[src/logic/disto_settings.svh]
// Constants for the 4x4 texture distortion unit: block size, widths and output shift

`ifndef DISTO_SETTINGS_SVH
`define DISTO_SETTINGS_SVH

// ---------------------------------------------------------------------------
// Block geometry
// ---------------------------------------------------------------------------
// Edge of the square block
`define DISTO_BLOCK_SIZE  4
// Samples per block in row-major order
`define DISTO_BLOCK_ELEMS (`DISTO_BLOCK_SIZE * `DISTO_BLOCK_SIZE)

// ---------------------------------------------------------------------------
// Data widths
// ---------------------------------------------------------------------------
`define DISTO_PIXEL_BITS  8
`define DISTO_WEIGHT_BITS 16
// Weighted sums and result
`define DISTO_SUM_BITS    32

// Final right shift of the magnitude
`define DISTO_SHIFT       5
// Cycles from start to done, one per pipeline stage
`define DISTO_LATENCY     4

`endif

[src/logic/disto_pkg.sv]
// Shared data types of the distortion pipeline: samples, coefficients, blocks and stage payloads

`include "disto_settings.svh"

package disto_pkg;

    // -----------------------------------------------------------------------
    // Element types
    // -----------------------------------------------------------------------
    // Raw unsigned sample
    typedef logic [`DISTO_PIXEL_BITS-1:0] pixel_t;

    // Row pass result, sum of four samples needs 2 more bits plus sign
    typedef logic signed [`DISTO_PIXEL_BITS+2:0] row_coef_t;

    // Column pass result, two more bits again
    typedef logic signed [`DISTO_PIXEL_BITS+4:0] coef_t;

    // Per-position weight
    typedef logic [`DISTO_WEIGHT_BITS-1:0] weight_t;

    // -----------------------------------------------------------------------
    // Block types, row-major with index row*4+col
    // -----------------------------------------------------------------------
    typedef pixel_t    [`DISTO_BLOCK_ELEMS-1:0] pixel_block_t;
    typedef row_coef_t [`DISTO_BLOCK_ELEMS-1:0] row_block_t;
    typedef coef_t     [`DISTO_BLOCK_ELEMS-1:0] coef_block_t;
    typedef weight_t   [`DISTO_BLOCK_ELEMS-1:0] weight_block_t;

    // -----------------------------------------------------------------------
    // Stage payloads
    // -----------------------------------------------------------------------
    // One job as presented with start
    typedef struct packed {
        pixel_block_t  block_a;
        pixel_block_t  block_b;
        weight_block_t weights;
    } disto_job_t;

    // Weighted sums of both blocks
    typedef struct packed {
        logic signed [`DISTO_SUM_BITS-1:0] sum_a;
        logic signed [`DISTO_SUM_BITS-1:0] sum_b;
    } sum_pair_t;

endpackage

[src/logic/disto_combine.sv]
// Final stage: magnitude of the sum difference, scaled down, registered with done

`include "disto_settings.svh"

module disto_combine (
    input  logic                               clk,
    input  logic                               reset,
    input  logic                               in_valid,
    input  disto_pkg::sum_pair_t               sums,
    output logic signed [`DISTO_SUM_BITS-1:0]  distortion,
    output logic                               done
);

    // Signed difference B minus A
    logic signed [`DISTO_SUM_BITS-1:0] diff;
    // Its magnitude
    logic        [`DISTO_SUM_BITS-1:0] mag;

    assign diff = sums.sum_b - sums.sum_a;

    always_comb begin
        if (diff < 0) begin
            mag = -diff;
        end else begin
            mag = diff;
        end
    end

    // ------------------------------------------------------------------------
    // Output registers
    // ------------------------------------------------------------------------
    // One-cycle done per valid job
    always_ff @(posedge clk) begin
        if (reset) begin
            done <= 1'b0;
        end else begin
            done <= in_valid;
        end
    end

    // Logical shift on the magnitude, result never negative
    always_ff @(posedge clk) begin
        if (in_valid) begin
            distortion <= signed'(mag >> `DISTO_SHIFT);
        end
    end

endmodule

[config.mk]
export PLATFORM = sky130hd
export DESIGN_NAME = disto_combine
export DESIGN_NICKNAME = d
export VERILOG_FILES = /design/src/logic/disto_pkg.sv /design/src/logic/disto_combine.sv
export VERILOG_INCLUDE_DIRS = /design/src /design/src/logic
export SDC_FILE = /design/constraint.sdc
export NUM_CORES = 1
export LEC_CHECK = 0
export BUFFER_PORTS_ARGS = -buffer_cell sky130_fd_sc_hd__buf_2
export CAP_MARGIN = 15
export CELL_PAD_IN_SITES_DETAIL_PLACEMENT = 1
export CELL_PAD_IN_SITES_GLOBAL_PLACEMENT = 2
export CORE_ASPECT_RATIO = 2
export CORE_UTILIZATION = 33
export DETAILED_ROUTE_END_ITERATION = 12
export PLACE_DENSITY_LB_ADDON = 0.1
export SLEW_MARGIN = 20
export SYNTH_ARGS = -nofsm -noshare
export SYNTH_HDL_FRONTEND = slang
export SYNTH_SLANG_ARGS = --single-unit
export TNS_END_PERCENT = 5
[constraint.sdc]
create_clock -name clk -period 11.26 [get_ports clk]
set_clock_uncertainty 0.1 [all_clocks]
set_input_delay 0 -clock clk [delete_from_list [all_inputs] [get_ports clk]]
set_output_delay 0 -clock clk [all_outputs]
set_load 0.01 [all_outputs]
==> reports/qor_table.md <==
| Quantity | This run |
|---|---|
| Clk pin slew, worst setup/hold paths | 70 ps |
| Clock network power share | 17.2% |
| Post-Synthesis Mean Instance Area | 8.16 sq um |
| Psw | 0.000200 W |
| Post-Synthesis Cell Area | 0.00358 sq mm |
| Clock buffers created by TritonCTS | 3 |
| Final worst-path cycle share | 34.5% |
| Weighted congestion reported at the end of routability-driven placement | 0.828 |
| Most used standard cells in the synthesized netlist | 40 x sky130_fd_sc_hd__nand2_1, 37 x sky130_fd_sc_hd__inv_1, 36 x sky130_fd_sc_hd__a21oi_1 |
| Number of DRC markers in iteration 0 | 65 |
| Number of global-route vias before repair | 3787 |
| Cell count of the worst hold path | 1 |
| Final cell count without fillers | 656 |
| Antenna violations before repair | 0 |
| Peak supply drop | 68.4 uV |
| Warning count from the yosys run | 0 |
| TritonCTS Sinks | 28 |
| Area of the die | 0.0113 sq mm |
| Power density over the cells | 122 mW/mm^2 |
| Worst min-delay path class | input pin to flip-flop |
| Count of mapped cells out of synthesis | 438 |
| Avg WL per Cell | 17.3 um |
| Number of iterations in the first detailed-routing pass | 4 |
| Pin slew with the least headroom to its limit | 1030 ps |
| Met1 Routed Length | 3410 um |
| Number of H-tree branching levels | 1 |
| Number of distinct library cell variants in the gate-level netlist after synthesis | 70 |
| Switching share of power | 39.0% |
| Required time worst endpoint | 11170 ps |
| Highest metal layer with signal wires | met4 |
| Total wirelength of the detailed-routed design | 11400 um |
| Internal Power | 0.000313 W |
| Max-Cap Viols | 0 |
| Slew margin rel. | 30.6% |
| Standard cell core area | 0.0105 sq mm |
| Result of the run | complete, no violations |
| Final net count | 619 |
| Worst-path cell with the longest stage delay | sky130_fd_sc_hd__or4b_4 |
| RSZ-0062 raised after global routing | false |
| Area taken by flip-flops and latches | 831 sq um |
| Startpoint Class | input pin |
| DP HPWL | 9980 um |
| Area growth, synth to finish | 17.3% |
| WS Path Type | input pin to flip-flop |
| Total number of vias | 3510 |
| Sequence of cells on the critical path | buf_2, inv_1, ha_1, fa_1, nand2b_1, a211oi_1, o21ai_1, xnor2_1, nor4b_4, or4b_4, nor4_2, or4b_4, o21ai_2, xnor2_1 |
| Cell count after placement | 651 |
| Proportion of synthesized chip area in sequential cells | 23.2% |
| Flop and latch count out of synthesis | 28 |
| Fraction of synthesized cell area taken by the top area cell type | 22.7% |
| Wire length on met2 | 7220 um |
| Effective utilization at floorplan | 33.9% |
| Clock tree from TritonCTS | done |
| Worst setup slack after placement | 7090 ps |
| Root buf cell | sky130_fd_sc_hd__clkbuf_16 |
| Global-route wire length before repair | 18000 um |
| Global route overflow | 0 |
| LEAKAGE | 1.90 nW |
| Post-synth EDFFs | 27 |
| Final critical-path setup slack | 7370 ps |
| Achievable Freq | 0.257 GHz |
| Largest stage delay, worst path | 520 ps |
| Final Max Tran Viols | 0 |
| Cell type with the largest total area after synthesis | sky130_fd_sc_hd__edfxtp_1 |
| Library cell with the highest instance count after synthesis | sky130_fd_sc_hd__nand2_1 |
| Pin count of the biggest net entering global routing | 29 |
| Cts repair resizes | 0 |
| Final setup vio count | 0 |
| Biggest area contributors in the synthesized netlist | sky130_fd_sc_hd__edfxtp_1 23%, sky130_fd_sc_hd__ha_1 11%, sky130_fd_sc_hd__xnor2_1 8.1%, sky130_fd_sc_hd__a21oi_1 5.0%, sky130_fd_sc_hd__nand2_1 4.2% |
| Number of buffers on the longest clock path | 2 |
| Footprint of the multi-input gates | 0.00248 sq mm |
| Total of buffers placed on input and output ports | 94 |
| Met3 layer wire length in the routed design | 202 um |
| Kind of end point of the critical path | flip-flop |
| Share of power burned in combinational logic | 51.8% |
| Ports | 100 |
| Hold violation count in the final report | 0 |
| Die width | 75.6 um |
| Antenna Nets Post-Route | 0 |
| Final total negative setup slack | 0 ps |
| Final-layout fill cell count | 1360 |
| Via density per instance | 5.35 |
| Placement row count | 53 |
| Vertical die dimension | 149 um |
| Portion of total power attributed to sequential cells | 31.0% |
| Post-layout minimum cycle time | 3890 ps |
| Commonest register cell after synthesis | sky130_fd_sc_hd__edfxtp_1 |
| Async set-reset flop share out of synthesis | 0% |
| Share of final-layout standard cells stronger than drive strength 1 | 23.5% |
| Antenna diodes | 0 |
| Aggregate global-route resource usage | 21.5% |
| Maximum fanout along the worst path | 5 |
| Remaining DRCs | 0 |
| Data arrival time at the worst-slack endpoint | 3800 ps |
==> metrics by stage <==
stage	total power (W)	instance area (sq um)	util, %	hold WS, ps
2_1_floorplan	0.000345	3590	-	-28.4
3_3_place_gp	0.000425	4100	38.8	55.6
3_5_place_dp	0.000430	4100	38.8	59.6
4_1_cts	0.000519	4190	39.8	192
5_1_grt	0.000550	4190	39.8	206
6_report	0.000513	4190	39.8	180
==> cell families (layout without fill, tap and decap cells) <==
group | Yosys count | after routing | synth area share, %
AO/OA/AOI/OAI | 124 | 124 | 23.5
XOR/XNOR | 47 | 47 | 11.5
AND/OR/NAND/NOR | 145 | 145 | 21.9
multiplexers | 2 | 2 | 0.560
flip-flops | 28 | 28 | 23.2
other | 1 | 5 | 0.105
adder cells (fa/ha/maj) | 32 | 32 | 11.4
buffers and inverters | 59 | 136 | 7.73
==> power by group through the flow <==
stage	logic [W]	registers, W	clock network (W)
3_3_place_gp	0.000264	0.000161	0
2_1_floorplan	0.000168	0.000177	0
3_5_place_dp	0.000268	0.000162	0
6_report	0.000265	0.000159	0.0000882
5_1_grt	0.000295	0.000162	0.0000931
4_1_cts	0.000270	0.000160	0.0000895
==> state kept, by name, indices dropped and copies added (netlist names) <==
signal / cells
done: 1
distortion: 27
==> critical path, delay by kind of cell <==
| kind | cells | cell delay (ps) |
|---|---|---|
| AOI/OAI and AO/OA | 3 | 940 |
| xor gates and xnor gates | 2 | 340 |
| adders and majority gates | 2 | 620 |
| buffers and inverters | 2 | 100 |
| and+or+nand+nor | 5 | 1800 |
==> path summary, 6_finish.rpt <==
path,startpoint,endpoint,slack (ps)
worst max-delay path,sums[0],distortion[25],7370
worst min-delay path,in_valid,distortion[11],180
==> metal layers <==
layer,vias to the layer above,track usage (%)
met1,1671,16.5
met4,0,10.4
li1,1742,-
met5,-,0
met3,26,1.55
met2,71,47.2
==> cells in the final DEF, fill, tap and decap left out, types with 2 or more instances in the layout <==
master	instances
sky130_fd_sc_hd__a21boi_0	2
sky130_fd_sc_hd__mux2i_1	2
sky130_fd_sc_hd__a211oi_1	4
sky130_fd_sc_hd__or3_2	2
sky130_fd_sc_hd__edfxtp_1	27
sky130_fd_sc_hd__nand3_1	9
sky130_fd_sc_hd__a2111oi_0	3
sky130_fd_sc_hd__nand2b_1	3
sky130_fd_sc_hd__o211ai_1	6
sky130_fd_sc_hd__inv_1	37
sky130_fd_sc_hd__o21ai_0	26
sky130_fd_sc_hd__a31oi_1	4
sky130_fd_sc_hd__a21oi_1	36
sky130_fd_sc_hd__a41oi_1	2
sky130_fd_sc_hd__buf_2	94
sky130_fd_sc_hd__and3_1	4
sky130_fd_sc_hd__or4_1	2
sky130_fd_sc_hd__clkbuf_16	3
sky130_fd_sc_hd__a21o_1	6
sky130_fd_sc_hd__ha_1	31
sky130_fd_sc_hd__o21bai_1	4
sky130_fd_sc_hd__xnor2_1	33
sky130_fd_sc_hd__or2_2	4
sky130_fd_sc_hd__o211a_1	5
sky130_fd_sc_hd__a311oi_1	2
sky130_fd_sc_hd__or4b_4	2
sky130_fd_sc_hd__conb_1	5
sky130_fd_sc_hd__nand4_1	12
sky130_fd_sc_hd__o31ai_1	4
sky130_fd_sc_hd__or3_1	4
sky130_fd_sc_hd__nor3b_1	2
sky130_fd_sc_hd__nor3_1	14
sky130_fd_sc_hd__o21a_1	3
sky130_fd_sc_hd__nor2b_1	2
sky130_fd_sc_hd__nand2_1	40
sky130_fd_sc_hd__nor2_1	30
sky130_fd_sc_hd__o221ai_1	2
sky130_fd_sc_hd__and2_1	4
sky130_fd_sc_hd__xor2_1	14
==> layout make-up <==
class	count	share of cell area [%]
inverter	37	3.31
tap	137	4.09
clock buffer	4	2.12
multi-input combinational	355	59.2
sequential	28	19.8
timing repair buffer	95	11.5
==> what timing repair did <==
action	4_1_cts	5_1_grt
endpoints found under the hold margin	1	0
endpoints found under the setup margin	0	0
setup buffers	0	0
hold buffers	1	0
Note: power is estimated with default switching activity, not from simulation.
