--- config.mk ---
export PLATFORM = sky130hd
export DESIGN_NAME = hadamard_pass
export DESIGN_NICKNAME = d
export VERILOG_FILES = /design/src/logic/disto_pkg.sv /design/src/logic/hadamard_pass.sv
export VERILOG_INCLUDE_DIRS = /design/src /design/src/logic
export SDC_FILE = /design/constraint.sdc
export NUM_CORES = 1
export LEC_CHECK = 0
export ABC_AREA = 1
export CAP_MARGIN = 20
export CORE_ASPECT_RATIO = 0.9
export CORE_MARGIN = 3
export CORE_UTILIZATION = 32
export DETAILED_ROUTE_END_ITERATION = 8
export DONT_BUFFER_PORTS = 1
export GPL_TIMING_DRIVEN = 0
export PLACE_DENSITY = 0.55
export REMOVE_ABC_BUFFERS = 1
export SETUP_SLACK_MARGIN = 0.15
export SLEW_MARGIN = 20
export SYNTH_ARGS = -nofsm -noshare
export SYNTH_HDL_FRONTEND = slang
export SYNTH_SLANG_ARGS = --single-unit
--- constraint.sdc ---
create_clock -name clk -period 3.18 [get_ports clk]
set_clock_uncertainty 0.15 [all_clocks]
set_input_delay 0.477 -clock clk [delete_from_list [all_inputs] [get_ports clk]]
set_output_delay 0.477 -clock clk [all_outputs]
set_load 0.03 [all_outputs]
--- src/logic/disto_settings.svh ---
// Constants for the 4x4 texture distortion unit: block size, widths and output shift

`ifndef DISTO_SETTINGS_SVH
`define DISTO_SETTINGS_SVH

// ---------------------------------------------------------------------------
// Block geometry
// ---------------------------------------------------------------------------
// Edge of the square block
`define DISTO_BLOCK_SIZE  4
// Samples per block in row-major order
`define DISTO_BLOCK_ELEMS (`DISTO_BLOCK_SIZE * `DISTO_BLOCK_SIZE)

// ---------------------------------------------------------------------------
// Data widths
// ---------------------------------------------------------------------------
`define DISTO_PIXEL_BITS  8
`define DISTO_WEIGHT_BITS 16
// Weighted sums and result
`define DISTO_SUM_BITS    32

// Final right shift of the magnitude
`define DISTO_SHIFT       5
// Cycles from start to done, one per pipeline stage
`define DISTO_LATENCY     4

`endif

--- src/logic/disto_pkg.sv ---
// Shared data types of the distortion pipeline: samples, coefficients, blocks and stage payloads

`include "disto_settings.svh"

package disto_pkg;

    // -----------------------------------------------------------------------
    // Element types
    // -----------------------------------------------------------------------
    // Raw unsigned sample
    typedef logic [`DISTO_PIXEL_BITS-1:0] pixel_t;

    // Row pass result, sum of four samples needs 2 more bits plus sign
    typedef logic signed [`DISTO_PIXEL_BITS+2:0] row_coef_t;

    // Column pass result, two more bits again
    typedef logic signed [`DISTO_PIXEL_BITS+4:0] coef_t;

    // Per-position weight
    typedef logic [`DISTO_WEIGHT_BITS-1:0] weight_t;

    // -----------------------------------------------------------------------
    // Block types, row-major with index row*4+col
    // -----------------------------------------------------------------------
    typedef pixel_t    [`DISTO_BLOCK_ELEMS-1:0] pixel_block_t;
    typedef row_coef_t [`DISTO_BLOCK_ELEMS-1:0] row_block_t;
    typedef coef_t     [`DISTO_BLOCK_ELEMS-1:0] coef_block_t;
    typedef weight_t   [`DISTO_BLOCK_ELEMS-1:0] weight_block_t;

    // -----------------------------------------------------------------------
    // Stage payloads
    // -----------------------------------------------------------------------
    // One job as presented with start
    typedef struct packed {
        pixel_block_t  block_a;
        pixel_block_t  block_b;
        weight_block_t weights;
    } disto_job_t;

    // Weighted sums of both blocks
    typedef struct packed {
        logic signed [`DISTO_SUM_BITS-1:0] sum_a;
        logic signed [`DISTO_SUM_BITS-1:0] sum_b;
    } sum_pair_t;

endpackage

--- src/logic/hadamard_pass.sv ---
// One registered 4-point Hadamard pass over every row of a block, stored transposed

`include "disto_settings.svh"

module hadamard_pass #(
    parameter type in_t  = disto_pkg::pixel_t,
    parameter type out_t = disto_pkg::row_coef_t
) (
    input  logic                              clk,
    input  logic                              reset,
    input  logic                              in_valid,
    input  in_t  [`DISTO_BLOCK_ELEMS-1:0]     in_block,
    output logic                              out_valid,
    output out_t [`DISTO_BLOCK_ELEMS-1:0]     out_block
);

    localparam int N = `DISTO_BLOCK_SIZE;

    // Butterfly results already placed at transposed positions
    out_t [`DISTO_BLOCK_ELEMS-1:0] transposed;

    // ------------------------------------------------------------------------
    // Row butterflies
    // ------------------------------------------------------------------------
    for (genvar r = 0; r < N; r++) begin : g_row
        // Row samples widened to the output type
        out_t x0;
        out_t x1;
        out_t x2;
        out_t x3;
        // First butterfly level
        out_t a0;
        out_t a1;
        out_t a2;
        out_t a3;

        // Inner cast keeps the sign of signed inputs before extension
        assign x0 = out_t'(in_t'(in_block[r*N+0]));
        assign x1 = out_t'(in_t'(in_block[r*N+1]));
        assign x2 = out_t'(in_t'(in_block[r*N+2]));
        assign x3 = out_t'(in_t'(in_block[r*N+3]));

        // Pairs (0,2) and (1,3)
        assign a0 = x0 + x2;
        assign a1 = x1 + x3;
        assign a2 = x1 - x3;
        assign a3 = x0 - x2;

        // Second level, written to column r of the output
        assign transposed[0*N+r] = a0 + a1;
        assign transposed[1*N+r] = a3 + a2;
        assign transposed[2*N+r] = a3 - a2;
        assign transposed[3*N+r] = a0 - a1;
    end

    // ------------------------------------------------------------------------
    // Output registers
    // ------------------------------------------------------------------------
    // Valid follows the input one cycle later
    always_ff @(posedge clk) begin
        if (reset) begin
            out_valid <= 1'b0;
        end else begin
            out_valid <= in_valid;
        end
    end

    // Block only loads on a valid job, holds otherwise
    always_ff @(posedge clk) begin
        if (in_valid) begin
            out_block <= transposed;
        end
    end

endmodule

==> impl_metrics.tcl, run 1 <==
set metrics [dict create \
    synth_common_cells "nand2_1, inv_1, ha_1, nand3_1, a21oi_1" \
    wire_per_inst_um 15.82 \
    dieArea_um2 57690 \
    rsz0062_at_grt "false" \
    cts_tree "built" \
    grt_overflow 0 \
    fin_crit_ns 2.764 \
    finalInstanceArea_um2 18640 \
    dr.first_iter.drc_count 704 \
    syn_area_per_cell_um2 7.474 \
    holdWs_ns 0.1711 \
    setup_viol 0 \
    synth_area_um2 17550 \
    core_region_area_um2 53650 \
    nNetsFinal 2727 \
    path_cells "inv_1 -> ha_1 -> inv_1 -> a21oi_1 -> nand2_1 -> a21oi_2 -> inv_1 -> nand2_1 -> nand2_1 -> ha_1 -> inv_1 -> o21ai_1 -> a21oi_1 -> nand3_1 -> nand2_1" \
    synth_ff_type "edfxtp_1" \
    crit_required_ns 3.26 \
    path_max_fanout 8 \
    synthToLayoutAreaGrowth_pct 6.189 \
    synth.area.top_cells "edfxtp_1, ha_1, nand2_1" \
    max_stage_delay_ns 0.44 \
    startpoint_type "input pin" \
    postPlaceCellArea_um2 17900 \
    grt_max_degree 91 \
    port_buffers 0 \
    placed_cells 2964 \
    clock_path_buffers 2 \
    slew_viol_final 0 \
    ios 308 \
    grt_pass1_wl_um 74590 \
    path_class "in2reg" \
    ys_ff_latch 153 \
    yosysSeqAreaShare_pct 26.12 \
    grt_pass1_vias 13830 \
    route.vias.total 14280 \
    synthDistinctLibCells 34 \
    drive_above_1_share_pct 2.343 \
    preCtsSetupSlack_ns -0.1743 \
    synth_cells 2348 \
    worst_pin_slew_ns 0.7283 \
    yosys_warnings 0 \
    rows 80 \
    route.detailed.drc 0 \
    cts_root_buf "clkbuf_16" \
    diodes 0 \
    cp.arrival_ns 2.84 \
    dp_hpwl_um 38500 \
    timing.final.ws_setup_ns 0.4159 \
    first_pass_iters 5 \
    numClockSinks 153 \
    final_core_util_pct 34.73 \
    layout.cells.non_filler 3002 \
    drv_cap 0 \
    cpMaxStageDelayCell "ha_1" \
    ant_nets 0 \
    slew_headroom_pct 51.29 \
    n_fill_cell 5678 \
    die_w_um 252.9 \
    critical_path_depth 15 \
    whs_path_depth 1 \
    die_h_um 228.2 \
    routed_wirelength_um 47480 \
    antenna_found_initial 0 \
    cp.buffers_inverters 4 \
    synth_most_common_cell "nand2_1" \
    hold_viol 0 \
    fin_setup_tns_ns 0 \
    endpoint_kind "flip-flop" \
    max_freq_ghz 0.3618 \
    hold_class "in2reg" \
    power_density_nw_per_um2 714.4 \
    vias_per_cell 4.757 \
    vdd_ir_drop_max_v 0.0004009 \
    synth_edf_count 152 \
    p_leak_nw 9.916 \
    cp_top_family "adder cells" \
    async_reset_ff_share_pct 0 \
    cts.htree.levels 4 \
    synth_top_area_share_pct 26.01 \
    p_total_mw 13.31 \
    outcome "complete, no violations" \
    place.gp.congestion 0.9100 \
    finalCritPeriodShare_pct 86.92 \
    path_clk_slew_ns 0.07 \
    track_usage_pct 16.39 \
    cts_inserted_buffers 17 \
    synth_top_area_cell "edfxtp_1" \
    initial_core_util_pct 32.71 \
]
==> area by class of cell <==
| class | instances | area (um2) | share of cell area (%) |
|---|---|---|---|
| clock buffers | 17 | 425.4 | 2.283 |
| clock inverters | 15 | 176.4 | 0.9467 |
| inverters | 433 | 1625 | 8.722 |
| multi-input cells | 1681 | 10850 | 58.20 |
| flip-flops and latches | 153 | 4584 | 24.60 |
| well taps | 697 | 872.1 | 4.680 |
| repair buffers | 6 | 105.1 | 0.5640 |
==> state kept, by name (all words and copies together), names as in the netlist <==
| signal | cells |
|---|---|
| out_valid | 1 |
| out_block | 152 |
==> per-layer routing <==
layer / GRT usage, % / part of all wire [%]
met3: 3.838 / 4.8
met4: 4.000 / 1.2
met5: 0 / 0
met1: 21.15 / 47
met2: 27.60 / 47
==> kinds of logic (layout without fill, tap and decap cells) <==
kind of cell	after synthesis	in the layout	share of synthesized area [%]
AOI/OAI and AO/OA	288	288	9.325
and+or+nand+nor	949	949	22.42
other	1	4	0.02137
buffers and inverters	517	471	12.28
xor gates and xnor gates	136	136	6.787
DFF	153	153	26.12
adders and majority gates	304	304	23.04
==> timing repair <==
item | in CTS | in global routing
endpoints found under the hold margin | 91 | 0
endpoints found under the setup margin | 0 | 3
hold buffers | 6 | 0
resized for setup | 0 | 4
buffers inserted | 0 | 0
==> where the power goes <==
part / switching (mW) / internal, mW
logic: 3.80 / 1.95
registers: 2.01 / 3.41
clock network: 1.02 / 1.13
==> final timing paths <==
check               startpoint       endpoint  slack, ns
setup / recovery  in_block[90]  out_block[30]       0.42
hold / removal        in_valid  out_block[82]       0.17
==> layout by cell type (no fill, tap or decap), types with 29 or more instances in the layout <==
cell and instances:
nand2_1 597, inv_1 427, ha_1 271, nand3_1 193, a21oi_1 157, edfxtp_1 152
xor2_1 119, nor2_1 103, o21ai_0 45, o21bai_1 39, fa_1 32, nand4_1 29
No activity file was read; power rests on OpenSTA's default activity.
==> inputs of run 2 (changes only) <==
Settings changed: CORE_UTILIZATION 32 to 42, PLACE_DENSITY 0.55 to 0.68, SLEW_MARGIN 20 to not set.
Clock period 3.18 ns to 2.25 ns, I/O delays scaled along.
==> run 2 against run 1 <==
Compared with the run above: the run now ends with negative hold slack, negative setup slack left; power increased by 88%; worst hold slack got worse by 0.33 ns; die area is 23% lower; flip-flop and latch count did not move; first-iteration DRC count up 66%; sequential share of layout area shrank 6.4 points; core utilization up 27 points; combinational power increased by 150%; clock-buffer cell count is the same; critical path depth decreased by 1; via count is 17% higher; clock power rose by 42%; critical path type unchanged; critical endpoint is now out_block[42]; largest power group unchanged.
==> impl_metrics.tcl, run 2 (synthesis gave the netlist of run 1 again) <==
set metrics [dict create \
    timing.final.ws_setup_ns -0.1276 \
    cts_root_buf "clkbuf_16" \
    route.vias.total 16730 \
    ios 308 \
    max_freq_ghz 0.4206 \
    synthToLayoutAreaGrowth_pct 43.77 \
    die_w_um 221.5 \
    rsz0062_at_grt "true" \
    vdd_ir_drop_max_v 0.0007136 \
    nNetsFinal 2921 \
    cts_tree "built" \
    hold_class "in2reg" \
    p_total_mw 24.98 \
    max_stage_delay_ns 0.29 \
    preCtsSetupSlack_ns -0.9046 \
    fin_crit_ns 2.378 \
    ant_nets 0 \
    initial_core_util_pct 42.91 \
    antenna_found_initial 0 \
    die_h_um 199.9 \
    grt_pass1_wl_um 78260 \
    path_cells "inv_1 -> ha_4 -> buf_4 -> nor2_4 -> nand4_1 -> nand3_4 -> xor2_4 -> ha_4 -> inv_6 -> o21ai_2 -> a21oi_2 -> nand2_1 -> nand3_1 -> nand2_1" \
    finalCritPeriodShare_pct 105.7 \
    core_region_area_um2 40900 \
    path_class "in2reg" \
    place.gp.congestion 0.9156 \
    grt_overflow 0 \
    postPlaceCellArea_um2 17710 \
    route.detailed.drc 0 \
    placed_cells 2807 \
    drv_cap 0 \
    max_flop_register "out_block" \
    reg_top3 "out_block (152), out_valid (1)" \
    fin_setup_tns_ns -0.6214 \
    first_pass_iters 6 \
    layout.cells.non_filler 3039 \
    grt_pass1_vias 15190 \
    outcome "finished with violations" \
    slew_headroom_pct 58.14 \
    cpMaxStageDelayCell "ha_4" \
    power_density_nw_per_um2 990.3 \
    cts.htree.levels 4 \
    cp.arrival_ns 2.42 \
    cts_inserted_buffers 17 \
    violations "negative hold slack, negative setup slack" \
    final_common_cell "nand2_1" \
    port_buffers 0 \
    path_max_fanout 8 \
    drive_above_1_share_pct 41.46 \
    numClockSinks 153 \
    finalInstanceArea_um2 25230 \
    holdWs_ns -0.1553 \
    most-common-layout-cells "nand2_1, inv_1, buf_4" \
    largest_reg_flops 152 \
    worst_pin_slew_ns 0.6293 \
    dp_hpwl_um 36690 \
    vias_per_cell 5.506 \
    track_usage_pct 21.73 \
    routed_wirelength_um 58190 \
    crit_required_ns 2.29 \
    dr.first_iter.drc_count 1170 \
    endpoint_kind "flip-flop" \
    setup_viol 17 \
    rows 70 \
    clock_path_buffers 2 \
    hold_viol 152 \
    startpoint_type "input pin" \
    path_clk_slew_ns 0.08 \
    wire_per_inst_um 19.15 \
    grt_max_degree 154 \
    dieArea_um2 44280 \
    p_leak_nw 11.50 \
    diodes 0 \
    slew_viol_final 0 \
    cts_hold_repair.buffers 2 \
]
==> run 2: layout make-up <==
class                           instances  area (um2)
Clock buffer                           17       425.4
Inverter                              433        2009
Tap cell                              540       675.6
Timing Repair Buffer                  200        1630
Multi-Input combinational cell       1681       15740
Fill cell                            3037       15670
Clock inverter                         15       163.9
Sequential cell                       153        4584
==> run 2: power breakdown <==
part           total (mW)  switching [mW]  internal [mW]
logic                14.3            8.34           5.93
registers            7.66            2.84           4.82
clock network        3.05            1.39           1.66
total                25.0            12.6           12.4
==> run 2: critical path, delay by kind of cell <==
family	cells	cell delay [ns]
adders and majority gates	2	0.56
AOI/OAI and AO/OA	2	0.22
buffers and inverters	3	0.31
and+or+nand+nor	6	0.78
xor gates and xnor gates	1	0.19
==> run 2: timing repair <==
| item | 4_1_cts | 5_1_grt |
|---|---|---|
| endpoints found under the setup margin | 97 | 94 |
| pin swaps | 189 | 360 |
| buffers inserted | 73 | 125 |
| endpoints found under the hold margin | 153 | 152 |
| gates resized for setup | 600 | 655 |
==> run 2: path summary, 6_finish.rpt <==
kind        endpoint  depth (start not counted)  slack [ns]          start
min   out_block[106]                          0       -0.16       in_valid
max    out_block[42]                         14       -0.13  in_block[125]
==> run 2: stage by stage <==
stage,hold WS (ns),utilization [%]
finish,-0.1553,61.69
global route,-0.1873,61.69
CTS,-0.1944,52.44
detailed placement,0.2655,43.29
global placement,0.2601,43.29
floorplan,0.2587,-
==> run 2: layer usage <==
metal | track usage [%] | share of wire, % | vias up
li1 | - | - | 7696
met1 | 27.17 | 39 | 8141
met4 | 6.610 | 3.6 | 0
met3 | 4.533 | 6.2 | 167
met5 | 0 | 0 | -
met2 | 38.18 | 51 | 730
